**src/logic/ing_pkg.sv**
```systemverilog
/* Fixed four-port mix (8/16/32/64-bit) onto one 64-bit bus; partition depth must stay a
   power of two because the pointers wrap on their own width */
package ing_pkg;

    ////////////////////
    // Port mix and bus

    localparam int NUM_PORTS = 4;
    localparam int BUS_BYTES = 8;

    // Port n is PORT_BYTES[n] bytes wide
    localparam int PORT_BYTES [NUM_PORTS] = '{1, 2, 4, 8};

    ////////////////////
    // Buffer sizing

    localparam int MTU_BYTES  = 128;
    localparam int MTU_WORDS  = (MTU_BYTES + BUS_BYTES - 1) / BUS_BYTES;

    // Two MTUs per port, rounded up to a power of two
    localparam int BUF_DEPTH  = 2 ** $clog2(2 * MTU_WORDS);
    localparam int BUF_ADDR_W = $clog2(BUF_DEPTH);

    ////////////////////
    // Types

    typedef logic [BUS_BYTES*8-1:0]       bus_data_t;
    typedef logic [BUS_BYTES-1:0]         bus_keep_t;
    typedef logic [$clog2(NUM_PORTS)-1:0] port_idx_t;
    typedef logic [31:0]                  stat_cnt_t;
    typedef logic [63:0]                  pkt_cnt_t;

    // One bus word of a packet
    typedef struct packed {
        bus_data_t data;
        bus_keep_t keep;
        logic      last;
    } wide_beat_t;

    // Output beat, tagged with the port it came from
    typedef struct packed {
        wide_beat_t beat;
        port_idx_t  port;
    } out_beat_t;

    typedef enum logic {
        IDLE,
        SEND
    } sched_state_t;

endpackage

```
**src/logic/ing_port_stats.sv**
```systemverilog
/* Counters saturate rather than wrap; clear wins over a pulse in the same cycle */
`timescale 1ns/1ps

module ing_port_stats (
    input  logic               ing_clk,
    input  logic               rst_n,
    input  logic               clear,
    input  logic               ok,
    input  logic               drop_dis,
    input  logic               drop_ovf,
    output ing_pkg::stat_cnt_t cnt_ok,
    output ing_pkg::stat_cnt_t cnt_drop_dis,
    output ing_pkg::stat_cnt_t cnt_drop_ovf
);

    import ing_pkg::*;

    // Index 0 accepted, 1 disabled drops, 2 overflow drops
    stat_cnt_t  cnt [3];
    logic [2:0] pulse;

    assign pulse = {drop_ovf, drop_dis, ok};

    always_ff @(posedge ing_clk) begin
        if (!rst_n || clear) begin
            cnt <= '{default: '0};
        end else begin
            for (int i = 0; i < 3; i++) begin
                if (pulse[i] && !(&cnt[i])) begin
                    cnt[i] <= cnt[i] + 1'b1;
                end
            end
        end
    end

    assign cnt_ok       = cnt[0];
    assign cnt_drop_dis = cnt[1];
    assign cnt_drop_ovf = cnt[2];

endmodule

```
**config.mk**
```make
export PLATFORM = sky130hd
export DESIGN_NAME = ing_port_stats
export DESIGN_NICKNAME = d
export VERILOG_FILES = /design/src/logic/ing_pkg.sv /design/src/logic/ing_port_stats.sv
export SDC_FILE = /design/constraint.sdc
export NUM_CORES = 1
export LEC_CHECK = 0
export BUFFER_PORTS_ARGS = -buffer_cell sky130_fd_sc_hd__buf_4
export CAP_MARGIN = 20
export CORE_MARGIN = 4
export CORE_UTILIZATION = 55
export CTS_BUF_LIST = sky130_fd_sc_hd__clkbuf_8
export CTS_CLUSTER_DIAMETER = 120
export DETAILED_ROUTE_END_ITERATION = 16
export MAX_ROUTING_LAYER = met4
export PLACE_DENSITY = 0.79
export SLEW_MARGIN = 20
export SYNTH_ARGS = -nofsm -noshare
export SYNTH_HDL_FRONTEND = slang
export SYNTH_SLANG_ARGS = --single-unit
```
**constraint.sdc**
```tcl
create_clock -name ing_clk -period 2.2 [get_ports ing_clk]
set_input_delay 0.11 -clock ing_clk [delete_from_list [all_inputs] [get_ports ing_clk]]
set_output_delay 0.11 -clock ing_clk [all_outputs]
set_load 0.01 [all_outputs]
```
* Yosys cells after proc, flatten, opt, wreduce, memory -nomap -nowiden
Index checks and enable logic that the tools add are counted.
Widths: inputs -> output; s select.
** Storage, ports and cells
- Bits in registers :: 96
- Input port bits :: 6
- Output and inout bits :: 96
- Logic and storage cells :: 17
** Cells by class
- Add/sub/neg operators :: 3
- Reductions and logical operators :: 11
** Operators by type and width (number)
- $add 32x1->32 const B :: 3
- $reduce_and 32->1 :: 3
- $logic_not 1->1 :: 4
- $logic_and 1x1->1 :: 3
- $logic_or 1x1->1 :: 1

* Depth between registers and ports, before layout
- Depth in word-level cells :: 3
- Gate-level depth with buffers :: 7
- Depth with buffers taken out :: 6

* Worst setup path after synthesis
Ideal clock, no wire load.
- Kind :: register -> register
- From :: reg cnt, in the netlist cnt_drop_ovf[0]
- To :: reg cnt, in the netlist cnt_drop_ovf[28]
- Setup time :: 0.070 ns
- Data arrival time :: 1.940 ns
- Required time :: 2.130 ns
- Path slack :: 0.190 ns
- Stages on the path, launching flop included :: 7
- Clock period less this slack :: 2.010 ns
- Cells stage by stage :: dfxtp_1 -> ha_1 -> nand4_1 -> or3_4 -> a2111o_1 -> or3_1 -> a21oi_1
** On the way
- Word-level cells in the longest chain between the ends :: 3
- Elaborated cells between the ends (all ways) :: 4
** Ends and longest elaborated chain
- start, declared :: RTL line ing_port_stats.sv:19 : stat_cnt_t cnt [3];
- start signal, assigned by index :: RTL line ing_port_stats.sv:30 : cnt[i] <= cnt[i] + 1'b1;
- branches (longest 3 deep; another with $add 32x1->32)
Parallel ways; which one is timed is not known.
A chain may end at the register's enable or synchronous reset.

* Final worst setup path
- From :: reg cnt, in the netlist cnt_ok[29]
- To :: reg cnt, in the netlist cnt_ok[23]
** On the way
- Word-level cells in the longest chain between the ends :: 3
** Ends and longest elaborated chain
- $reduce_and 32->1 :: RTL line ing_port_stats.sv:29 : if (pulse[i] && !(&cnt[i])) begin
- $logic_not 1->1 :: RTL line ing_port_stats.sv:29
- $logic_and 1x1->1 :: RTL line ing_port_stats.sv:29
Every way passes these cells.

==> impl_metrics.py <==
metrics = {
    "synth": {
        "yosysMostFrequentCell": "dfxtp_1",
        "syn-instance-count": 585,
        "async_flop_share_pct": 0,
        "synthesis.nets": 594,
        "synth_edf_count": 0,
        "yosysUniqueCellTypes": 67,
        "syn_avg_cell_area_um2": 8.542,
        "synth_area_mm2": 0.004997,
        "netlist_top_cells_count": "dfxtp_1, nor2_1, a21oi_1, nand2_1, o21ai_0",
        "ys_top_cells_by_area": "dfxtp_1, or3_1, a21oi_1",
        "ys.flop_type": "dfxtp_1",
        "synth_top_area_share_pct": 38.46,
        "ys_seq_area_share_pct": 38.46,
        "yosys.area.top_type": "dfxtp_1",
        "synth-seq-cells": 96,
        "ys_warn_count": 0,
    },
    "setup_path": {
        "cp-start-kind": "flip-flop",
        "cp_max_fo": 10,
        "critical_path_class": "reg2reg",
        "required_ns": 2.47,
        "end_kind": "flip-flop",
        "crit_arrival_ns": 2.34,
    },
    "pwr": {
        "combPwrFrac_pct": 2.9,
        "power_density_mw_per_mm2": 489.8,
        "totalPowerFinal_mw": 3.099,
        "swShare_pct": 22.79,
        "peakVddDrop_mv": 0.3254,
        "clkPwrFrac_pct": 40.8,
        "p_switching_mw": 0.7061,
        "p_leak_nw": 2.364,
        "p_int_mw": 2.393,
        "pwr-share-seq_pct": 56.3,
    },
    "sta": {
        "whs_ns": 0.1202,
        "min_period_ns": 2.075,
        "maxSlewViolCount": 0,
        "setup_tns_ns": 0,
        "timing.final.crit_share_pct": 94.34,
        "worst_slew_pin_slew_ns": 0.5733,
        "fin_worst_skew_ns": 0.01634,
        "hold_viol": 0,
        "rsz0062_at_grt": "no",
        "relSlewSlack_pct": 61.52,
        "setup_viol": 0,
        "fmax_mhz": 481.8,
    },
    "placement": {
        "gp_congestion": 0.9833,
        "io_buffers": 101,
        "dpl.hpwl_um": 9579,
        "dp_cells": 813,
    },
    "global_route": {
        "grtUsageTotal_pct": 25.53,
        "antenna_found_initial": 0,
        "grt_pass1_wl_um": 21420,
        "grt_pass1_vias": 4535,
        "grt.overflow.total": 0,
        "grt_max_degree": 37,
    },
    "layout": {
        "final-instance-count-excl-fill": 830,
        "multi_input_area_mm2": 0.002912,
        "fillers": 693,
        "layout.area.seq_mm2": 0.001922,
        "syn2layout_area_growth_pct": 26.59,
        "nets": 726,
        "drive_above_1_share_pct": 27.70,
        "antenna_cells": 0,
    },
    "floorplan": {
        "fp.dieW_um": 103.3,
        "rows": 34,
        "fp.dieH_um": 103.3,
        "ios": 102,
        "die_area_mm2": 0.01068,
        "start_util_pct": 57.02,
        "core_mm2": 0.008763,
    },
    "clocking": {
        "cts_sinks": 96,
        "tritoncts": "built",
        "clk_latency_ns": 0.37,
        "htree_levels": 3,
        "cts_root_buf": "clkbuf_8",
        "cts_buffers": 9,
        "cts_hold_buf": 0,
        "clkSlewWorstSetupHoldPaths_ns": 0.10,
        "cts_max_path_buffers": 2,
    },
    "run_status": {
        "outcome": "finished clean",
    },
    "detailed_routing": {
        "dr.pass1.iters": 5,
        "totalWireLength_um": 13340,
        "vias": 5059,
        "postRouteAntennaNets": 0,
        "via_per_inst": 6.095,
        "routedWlPerCell_um": 16.08,
        "dr.first_iter.drc_count": 303,
        "drc_errors": 0,
    },
    "run": {
        "drv_cap": 0,
    },
    "min_path": {
        "min_path_type": "in2reg",
    },
}
layer usage:
layer | track usage, % | vias up | share of wire (%)
li1 | - | 2477 | -
met1 | 32.32 | 2373 | 43
met2 | 41.14 | 179 | 48
met3 | 4.561 | 30 | 6.4
met4 | 8.865 | 0 | 2.6
met5 | - | - | 0
cell families after synthesis:
kind of cell / count (synthesis) / share of synthesized area (%)
AOI/OAI and AO/OA: 157 / 21.63
DFF: 96 / 38.46
muxes: 1 / 0.2003
buffers and inverters: 39 / 3.705
xor gates and xnor gates: 29 / 5.083
adders and majority gates: 3 / 0.7512
and+or+nand+nor: 260 / 30.17
sequential cells by signal, indices dropped and copies added, names as in the netlist:
name	cells
cnt_drop_dis	32
cnt_ok	32
cnt_drop_ovf	32
power by group through the flow:
stage	logic [mW]	registers, mW	clock network [mW]
floorplan	0.0522	1.79	0
global placement	0.0877	1.78	0
detailed placement	0.0896	1.78	0
CTS	0.0897	1.74	1.27
global route	0.0992	1.75	1.35
finish	0.0901	1.74	1.26
final timing paths:
check / from / to / slack [ns] / depth (start not counted)
setup reg to reg: cnt_ok[29] / cnt_ok[23] / 0.12 / 5
setup / recovery: cnt_ok[29] / cnt_ok[23] / 0.12 / 5
hold / removal: ok / cnt_ok[2] / 0.12 / 3
hold reg to reg: cnt_ok[13] / cnt_ok[13] / 0.51 / 2
cell usage in the layout, fill, tap and decap left out, types with 4 or more instances in the layout:
cell type	instances
buf_4	144
or3_1	38
and4_1	8
inv_1	17
nand2_1	46
nand4_1	25
a31oi_1	17
a211oi_1	5
clkbuf_8	12
a31o_2	4
or4_1	6
and2_1	4
nor4_1	4
o21ai_0	41
nor2_1	53
xor2_1	7
nor4_2	5
a41o_1	6
nor3_1	5
xnor2_1	22
o31ai_1	5
nand4_2	5
o211ai_1	7
and3_1	8
dfxtp_1	96
a21oi_1	46
nand3_1	30
what timing repair did:
item / in CTS / in global routing
resized for setup: 0 / 5
endpoints found under the setup margin: 0 / 12
buffers inserted: 0 / 1
through the flow:
step | area, µm² | utilization [%] | worst slack (ns)
after global routing | 6326 | 72.19 | 0.01285
after detailed placement | 6086 | 69.45 | 0.1227
after CTS | 6302 | 71.92 | 0.09622
after floorplan | 4997 | - | 0.1899
after global placement | 6086 | 69.45 | 0.1978
final | 6326 | 72.19 | 0.1246
critical path, stage by stage (launching register included):
cell,delay (ns)
dfxtp_1,0.46
nand4_2,0.22
or4_4,0.59
o31ai_4,0.42
nor4_1,0.10
o21a_1,0.18
cell type report:
cell class | count | area share, %
Tap cell | 108 | 2.136
Multi-Input combinational cell | 450 | 46.02
Timing Repair Buffer | 144 | 17.09
Clock buffer | 12 | 2.611
Sequential cell | 96 | 30.38
Clock inverter | 4 | 0.8109
Inverter | 16 | 0.9494
Power figures use the tool's default switching activity.
