$ cat src/logic/ing_pkg.sv
/* Fixed four-port mix (8/16/32/64-bit) onto one 64-bit bus; partition depth must stay a
   power of two because the pointers wrap on their own width */
package ing_pkg;

    ////////////////////
    // Port mix and bus

    localparam int NUM_PORTS = 4;
    localparam int BUS_BYTES = 8;

    // Port n is PORT_BYTES[n] bytes wide
    localparam int PORT_BYTES [NUM_PORTS] = '{1, 2, 4, 8};

    ////////////////////
    // Buffer sizing

    localparam int MTU_BYTES  = 128;
    localparam int MTU_WORDS  = (MTU_BYTES + BUS_BYTES - 1) / BUS_BYTES;

    // Two MTUs per port, rounded up to a power of two
    localparam int BUF_DEPTH  = 2 ** $clog2(2 * MTU_WORDS);
    localparam int BUF_ADDR_W = $clog2(BUF_DEPTH);

    ////////////////////
    // Types

    typedef logic [BUS_BYTES*8-1:0]       bus_data_t;
    typedef logic [BUS_BYTES-1:0]         bus_keep_t;
    typedef logic [$clog2(NUM_PORTS)-1:0] port_idx_t;
    typedef logic [31:0]                  stat_cnt_t;
    typedef logic [63:0]                  pkt_cnt_t;

    // One bus word of a packet
    typedef struct packed {
        bus_data_t data;
        bus_keep_t keep;
        logic      last;
    } wide_beat_t;

    // Output beat, tagged with the port it came from
    typedef struct packed {
        wide_beat_t beat;
        port_idx_t  port;
    } out_beat_t;

    typedef enum logic {
        IDLE,
        SEND
    } sched_state_t;

endpackage

$ cat src/logic/ing_width_adapt.sv
/* Non-last beats must carry a full keep; IN_BYTES must divide the bus width so a beat never
   straddles two words. Enable is sampled only on the first beat of a packet */
`timescale 1ns/1ps

module ing_width_adapt #(
    parameter int IN_BYTES = 1
) (
    input  logic                  ing_clk,
    input  logic                  rst_n,
    input  logic                  in_valid,
    input  logic [IN_BYTES*8-1:0] in_data,
    input  logic [IN_BYTES-1:0]   in_keep,
    input  logic                  in_last,
    input  logic                  enable,
    output logic                  word_valid,
    output ing_pkg::wide_beat_t   word,
    output logic                  drop_dis
);

    import ing_pkg::*;

    // Bytes already gathered in the assembly register
    logic [$clog2(BUS_BYTES)-1:0] fill;
    logic [$clog2(BUS_BYTES):0]   fill_next;

    logic      in_pkt;
    logic      pkt_en;
    logic      cur_en;
    logic      take;
    logic      emit;
    bus_data_t asm_data;
    bus_data_t merged;
    bus_keep_t merged_keep;

    // Mid-packet the latched enable rules, otherwise the live one
    assign cur_en    = in_pkt ? pkt_en : enable;
    assign take      = in_valid && cur_en;
    assign fill_next = fill + ($clog2(BUS_BYTES) + 1)'(IN_BYTES);
    assign emit      = in_last || (fill_next == BUS_BYTES);

    ////////////////////
    // Word assembly

    always_comb begin
        merged_keep = ~({BUS_BYTES{1'b1}} << fill) | (bus_keep_t'(in_keep) << fill);
        merged = (fill == '0) ? '0 : asm_data;
        merged = merged | (bus_data_t'(in_data) << (8 * fill));
        // Bytes past keep on a short last beat are zeroed
        for (int b = 0; b < BUS_BYTES; b++) begin
            if (!merged_keep[b]) begin
                merged[8*b +: 8] = '0;
            end
        end
    end

    always_ff @(posedge ing_clk) begin
        if (take) begin
            asm_data <= merged;
        end
        if (take && emit) begin
            word.data <= merged;
            word.keep <= merged_keep;
            word.last <= in_last;
        end
    end

    ////////////////////
    // Packet tracking

    always_ff @(posedge ing_clk) begin
        if (!rst_n) begin
            in_pkt     <= 1'b0;
            pkt_en     <= 1'b0;
            fill       <= '0;
            word_valid <= 1'b0;
            drop_dis   <= 1'b0;
        end else begin
            word_valid <= take && emit;
            // One pulse per discarded packet, at its last beat
            drop_dis   <= in_valid && in_last && !cur_en;
            if (in_valid) begin
                in_pkt <= !in_last;
                if (!in_pkt) begin
                    pkt_en <= enable;
                end
            end
            if (take) begin
                fill <= emit ? '0 : fill_next[$clog2(BUS_BYTES)-1:0];
            end
        end
    end

endmodule

$ cat config.mk
export PLATFORM = sky130hd
export DESIGN_NAME = ing_width_adapt
export DESIGN_NICKNAME = d
export VERILOG_FILES = /design/src/logic/ing_pkg.sv /design/src/logic/ing_width_adapt.sv
export SDC_FILE = /design/constraint.sdc
export NUM_CORES = 1
export LEC_CHECK = 0
export BUFFER_PORTS_ARGS = -buffer_cell sky130_fd_sc_hd__buf_2
export CORE_MARGIN = 4
export CORE_UTILIZATION = 55
export DETAILED_ROUTE_END_ITERATION = 6
export PLACE_DENSITY = 0.78
export SYNTH_ARGS = -nofsm -noshare
export SYNTH_HDL_FRONTEND = slang
export SYNTH_SLANG_ARGS = --single-unit
export TNS_END_PERCENT = 30
$ cat constraint.sdc
create_clock -name ing_clk -period 5.29 [get_ports ing_clk]
set_input_delay 1.058 -clock ing_clk [delete_from_list [all_inputs] [get_ports ing_clk]]
set_output_delay 1.058 -clock ing_clk [all_outputs]
set_load 0.03 [all_outputs]
## After elaboration in Yosys (flattened, before gate mapping)

Index checks and enable logic that the tools add are counted.

- Reduce and logical (&&, ||, !) cells: 8
- Bitwise operators: 3
- Eq/ne operators: 1
- Add/subtract/negate cells: 1
- Shifts and indexed selects: 3
- Multiplexer cells: 11

Operators by type and width:

| operator | count |
|---|---|
| $mux 64 | 1 |
| $mux 8 | 8 |
| $or 64x64->64 | 1 |
| $shl 8x6->64 | 1 |
| $not 8->8 | 1 |
| $or 8x8->8 | 1 |
| $shl 1x3->8 | 1 |
| $shl 8x3->8 const A | 1 |
| $add 3x1->4 const B | 1 |
| $eq 4x4->1 const B | 1 |
| $logic_and 1x1->1 | 4 |
| $logic_not 3->1 | 1 |
| $mux 3 | 1 |
| $logic_not 1->1 | 2 |
| $logic_or 1x1->1 | 1 |
| $mux 1 | 1 |

- Bits in registers: 144
- Output and inout bits: 75
- Logic and storage cells: 36
- Input port bits: 14

## Longest topological paths before layout

Gate-level depths: netlist of run 1.

- Depth in word-level cells: 4
- Mapped depth: 7
- Mapped depth without buffers: 6

## Worst setup path before layout of run 1

Ideal clock, no wire load.

- Path type: input-to-reg
- From: input enable
- To: register word[0] in the netlist's numbering, enable pin
- Required time: 4786 ps
- Data arrival time: 4390 ps
- Cell stages on the path: 3
- Path slack: 395 ps
- Cell sequence: mux2_2 > nand2_1 > nor2_1

- Longest elaborated chain between the ends: 3

RTL lines:

| item | line | text |
|---|---|---|
| from (decl) | ing_width_adapt.sv:14 | `input logic enable,` |
| $mux 1 | -- |  |
| $logic_and 1x1->1 | ing_width_adapt.sv:37 | `assign take = in_valid && cur_en;` |
| $logic_and 1x1->1 | ing_width_adapt.sv:60 | `if (take && emit) begin` |
| to (decl) | ing_width_adapt.sv:16 | `output ing_pkg::wide_beat_t word,` |

No other way between the ends.
A chain may end at the register's enable or synchronous reset.

## Worst setup path after layout of run 1

- From: register fill[0]
- To: register word[0] in the netlist's numbering, enable pin

- Longest elaborated chain between the ends: 4

RTL lines:

| item | line | text |
|---|---|---|
| from (decl) | ing_width_adapt.sv:23 | `logic [$clog2(BUS_BYTES)-1:0] fill;` |
| from (signal assigned) | ing_width_adapt.sv:88 | `fill <= emit ? '0 : fill_next[$clog2(BUS_BYTES)-1:0];` |
| $add 3x1->4 | ing_width_adapt.sv:38 | `assign fill_next = fill + ($clog2(BUS_BYTES) + 1)'(IN_BYTES);` |
| $eq 4x4->1 | ing_width_adapt.sv:39 | `assign emit = in_last \|\| (fill_next == BUS_BYTES);` |
| $logic_or 1x1->1 | ing_width_adapt.sv:39 |  |
| $logic_and 1x1->1 | ing_width_adapt.sv:60 |  |

No other way between the ends.

==> impl_metrics.tcl, run 1 <==
set metrics [dict create \
    status "finished, final reports clean" \
    fin_crit_ns 3.45 \
    overflow 0 \
    whs_path_depth 2 \
    final_nets 455 \
    num_vias 3342 \
    grt_max_degree 44 \
    use_met2 0.311 \
    finalPower_uw 2590 \
    crit_chain "ha_1, inv_1, ha_1, and4b_1, a21oi_1, nor2_4, buf_4" \
    hold_path_class "reg -> reg" \
    ys_top_cells_by_area "edfxtp_1 76%, a22oi_1 4.3%, nor2_1 4.0%" \
    die_w_microns 107 \
    worst_ep_required_time_ns 5.50 \
    syn_to_final_growth_pct 20.7 \
    core_area_sq_um 9420 \
    ff2ff_path_depth 7 \
    grt_pass1_wl_mm 17.6 \
    cts_buffer_depth 2 \
    rrSetupSlack_ns 1.84 \
    antenna_found_initial 0 \
    gpl.final_weighted_congestion 0.818 \
    crit_fanout 43 \
    dp_hpwl_mm 6.90 \
    relSlewSlack 0.153 \
    avgViaCountPerCell 5.77 \
    drv_cap 0 \
    muxShareOfSynthArea 0.00394 \
    rows 35 \
    critical_path_class "reg -> reg" \
    ys_ff_latch 144 \
    cp_top_family "simple AND/OR/NAND/NOR gates" \
    yosys_warnings 0 \
    ioPinCount 89 \
    pre_cts_slack_ns 1.84 \
    rsz0062_at_grt "no" \
    h-tree-depth 4 \
    post-route-period-util 0.651 \
    regToRegStartpoint "fill[0]" \
    synth_top_family_by_area "compound AO/OA/AOI/OAI gates" \
    use_met3 0.0608 \
    cts_resized 0 \
    synth_cell_types 38 \
    fin_skew_ns 0.00961 \
    grt_pass1_vias 3343 \
    end_kind "flop" \
    leakage_uw 0.00242 \
    synth_area_per_cell_sq_um 15.6 \
    synth-compound-area-share 0.103 \
    finalWirelength_mm 11.1 \
    grt.total_usage 0.204 \
    grt_busiest_layer "met2" \
    numPortBuffers 88 \
    post_drt_wl_per_cell_microns 19.2 \
    met1_usage 0.276 \
    die_h_microns 107 \
    yosys-top-cells-count "137 x edfxtp_1, 58 x nor2_1, 31 x a22oi_1" \
    synth_edf_count 137 \
    min_from "pkt_en" \
    hold_buffers 0 \
    fin_setup_tns_ns 0 \
    postSynthCellCount 346 \
    min_to "pkt_en" \
    clock.fmax_mhz 290 \
    drc_errors 0 \
    crit_arrival_ns 3.65 \
    yosysMostFrequentCell "edfxtp_1" \
    ys_seq_area_frac 0.787 \
    final-hold-violation-count 0 \
    dieArea_sq_um 11500 \
    synth_area_leader_cell "edfxtp_1" \
    synth_top_area_frac 0.761 \
    max_stage_delay_ns 0.93 \
    cp_slowest_cell "nor2_4" \
    clk_latency_ns 0.52 \
    synthAdderAreaFrac 0.00926 \
    tightestPinTransition_ns 1.27 \
    path_buf_inv 2 \
    cts_setup_buffers 0 \
    cts_tree "done" \
    power.density_nw_per_um2 397 \
    design_area_sq_um 6530 \
    vdd_drop_max_mv 0.188 \
    drive_above_1_share 0.296 \
    synth-simple-area-share 0.0702 \
    setup_viol 0 \
    diodes 0 \
    clock_sinks 144 \
    finalNonFillerCells 579 \
    path_common_cell "ha_1" \
    clkTransAtPathRegs_ns 0.06 \
    start_util 0.574 \
    ant_nets 0 \
    async_reset_ff_frac 0 \
    drt_first_pass_iters 5 \
    dpl-instance-area_sq_um 5940 \
    slew_violations 0 \
    root_buffer "clkbuf_8" \
    dp.cells 547 \
    setup_slack_ns 1.84 \
    r2r_end "word[0]" \
    syn-num-nets 364 \
    cts_inserted_buffers 17 \
    netlist_area_sq_um 5400 \
    synth_xor_area_frac 0 \
    synth-main-ff-cell "edfxtp_1" \
    initialDrtViolationCount 303 \
    cp-start-kind "flop" \
]
final cells by class:
cell class | instances | area [sq um]
clock buffer | 20 | 425
tap | 129 | 161
multi-input combinational | 170 | 1010
inverter | 13 | 48.8
timing repair buffer | 91 | 463
sequential | 144 | 4250
fill | 628 | 2890
clock inverter | 12 | 158
worst reg2reg max path: stages (launching register included):
cell     delay, ns
dfxtp_1       0.73
ha_1          0.30
inv_1         0.06
ha_1          0.29
and4b_1       0.25
a21oi_1       0.14
nor2_4        0.93
buf_4         0.43
flip-flops by register name, indices dropped and copies added (netlist names):
name / cells
drop_dis: 1
word: 73
fill: 3
pkt_en: 1
asm_data: 64
in_pkt: 1
word_valid: 1
cells in the final DEF (no fill, tap or decap), drive strengths merged, types with 2 or more instances in the layout:
cell and count:
a21o 2, a21oi 30, a22o 8, a22oi 31, and3b 3, buf 91, bufinv 3, clkbuf 20
clkinv 3, clkinvlp 3, dfxtp 7, edfxtp 137, ha 4, inv 16, nand2 7, nand3 2
nor2 60, nor3 2, nor3b 2, o21ai 6
metal layers:
| metal | vias to the layer above | wire (microns) |
|---|---|---|
| met2 | 165 | 5280 |
| met5 | - | 0 |
| met3 | 30 | 917 |
| met1 | 1638 | 4680 |
| met4 | 0 | 262 |
| li1 | 1509 | - |
report_power, final:
part           total (uW)  internal (uW)  switching [uW]
Clock                1170            721             444
Sequential           1290           1280            12.1
Combinational         130           32.4            97.1
cell families after synthesis:
logic type / count (synthesis)
simple gates: 82
buf+inv: 32
mux: 2
flops: 144
fa+ha+maj: 4
compound gates: 82
worst max-delay path by stage:
stage               depth (start not counted)     from        to  slack [ns]
detailed placement                          7  fill[0]  word[65]        1.84
global route                                7  fill[0]  word[66]        1.59
CTS                                         7  fill[0]  word[67]        1.80
floorplan                                   3   enable   word[0]        0.40
global placement                            7  fill[0]   word[0]        2.04
finish                                      7  fill[0]   word[0]        1.84
through the flow:
step           utilization  hold slack, ns
2_1_floorplan            -           0.446
3_3_place_gp         0.631           0.482
3_5_place_dp         0.631           0.503
4_1_cts              0.693           0.512
5_1_grt              0.693           0.539
6_report             0.693           0.511
No activity file was read; power rests on OpenSTA's default activity.
==> run 2, diff against run 1 <==
==> constraint.sdc (replaced) <==
create_clock -name ing_clk -period 3.3 [get_ports ing_clk]
set_input_delay 0.66 -clock ing_clk [delete_from_list [all_inputs] [get_ports ing_clk]]
set_output_delay 0.66 -clock ing_clk [all_outputs]
set_load 0.03 [all_outputs]
==> impl_metrics.tcl, run 2 (same netlist as run 1, synthesis figures left out) <==
set metrics [dict create \
    cts_setup_buffers 0 \
    cts_tree "done" \
    antenna_found_initial 0 \
    largest_register "word" \
    vdd_drop_max_mv 0.501 \
    drc_errors 0 \
    top_regs "word: 73 flops, asm_data: 64 flops, fill: 3 flops" \
    numPortBuffers 88 \
    start_util 0.574 \
    dieArea_sq_um 11500 \
    drt_first_pass_iters 5 \
    num_vias 3293 \
    power.density_nw_per_um2 641 \
    clk_latency_ns 0.53 \
    tightestPinTransition_ns 0.657 \
    ioPinCount 89 \
    slew_violations 0 \
    grt_max_degree 44 \
    grt_pass1_wl_mm 17.5 \
    rsz0062_at_grt "no" \
    ant_nets 0 \
    met1_usage 0.294 \
    root_buffer "clkbuf_8" \
    post_drt_wl_per_cell_microns 18.9 \
    crit_arrival_ns 2.83 \
    final_nets 458 \
    dp_hpwl_mm 6.86 \
    syn_to_final_growth_pct 21.6 \
    final-hold-violation-count 0 \
    crit_chain "ha_1, inv_1, ha_1, and4b_1, a21oi_1, nor2_4, buf_4" \
    cts_inserted_buffers 17 \
    critical_path_class "reg -> reg" \
    die_h_microns 107 \
    gpl.final_weighted_congestion 0.829 \
    cp_slowest_cell "dfxtp_1" \
    grt.total_usage 0.205 \
    path_common_cell "ha_1" \
    overflow 0 \
    cp_top_family "flip-flops" \
    max_stage_delay_ns 0.68 \
    fin_util 0.698 \
    core_area_sq_um 9420 \
    use_met3 0.0596 \
    layout.cells.most_common "edfxtp_1" \
    clock_sinks 144 \
    finalWirelength_mm 11.0 \
    avgViaCountPerCell 5.66 \
    status "finished, final reports clean" \
    hold_path_class "in -> reg" \
    end_kind "flop" \
    worst_ep_required_time_ns 3.46 \
    relSlewSlack 0.561 \
    fin_skew_ns 0.00840 \
    grt_busiest_layer "met1" \
    rows 35 \
    pre_cts_slack_ns 0.647 \
    drv_cap 0 \
    rrSetupSlack_ns 0.64 \
    cp-start-kind "flop" \
    die_w_microns 107 \
    clkTransAtPathRegs_ns 0.06 \
    cts_resized 0 \
    fin_crit_ns 2.66 \
    fin_hold_ws_ns 0.374 \
    drive_above_1_share 0.302 \
    crit_fanout 43 \
    leakage_uw 0.00246 \
    clock.fmax_mhz 375 \
    largest_reg_flops 73 \
    fin_setup_tns_ns 0 \
    grt_pass1_vias 3224 \
    layout_common_cells "137 x edfxtp_1, 88 x buf_2, 57 x nor2_1" \
    initialDrtViolationCount 308 \
    post-route-period-util 0.807 \
    path_buf_inv 2 \
    setup_viol 0 \
    h-tree-depth 4 \
    diodes 0 \
    cts_buffer_depth 2 \
    use_met2 0.293 \
    hold_buffers 0 \
    setup_slack_ns 0.636 \
]
-- run 2: final timing paths --
path | startpoint | to | cells after the start
worst min register to register | pkt_en | pkt_en | 2
worst max register to register | fill[1] | word[19] | 7
worst max-delay path | fill[1] | word[19] | 7
worst min-delay path | in_valid | in_pkt | 2
-- run 2: per-stage QoR --
step | power (uW) | instances | instance area, sq um
after floorplan | 2250 | 346 | 5410
after detailed placement | 2320 | 550 | 5980
after CTS | 4230 | 582 | 6570
after global routing | 4330 | 582 | 6570
final | 4210 | 582 | 6570
after global placement | 2310 | 550 | 5980
-- run 2: per-layer routing --
metal,up-vias,share of wire,wire length (microns)
met2,172,0.46,5030
li1,1509,-,-
met1,1597,0.44,4820
met3,15,0.089,982
met4,0,0.017,192
met5,-,0,0
-- run 2: cell type report --
class	count	area, sq um
Clock buffer	18	418
Clock inverter	14	179
Fill cell	596	2840
Inverter	13	48.8
Multi-Input combinational cell	170	1010
Sequential cell	144	4250
Tap cell	129	161
Timing Repair Buffer	94	498
-- run 2: report_power, final --
part | internal, uW | total (uW) | switching [uW]
clock | 1170 | 1930 | 761
sequential | 2050 | 2070 | 16.5
combinational | 55.5 | 214 | 158
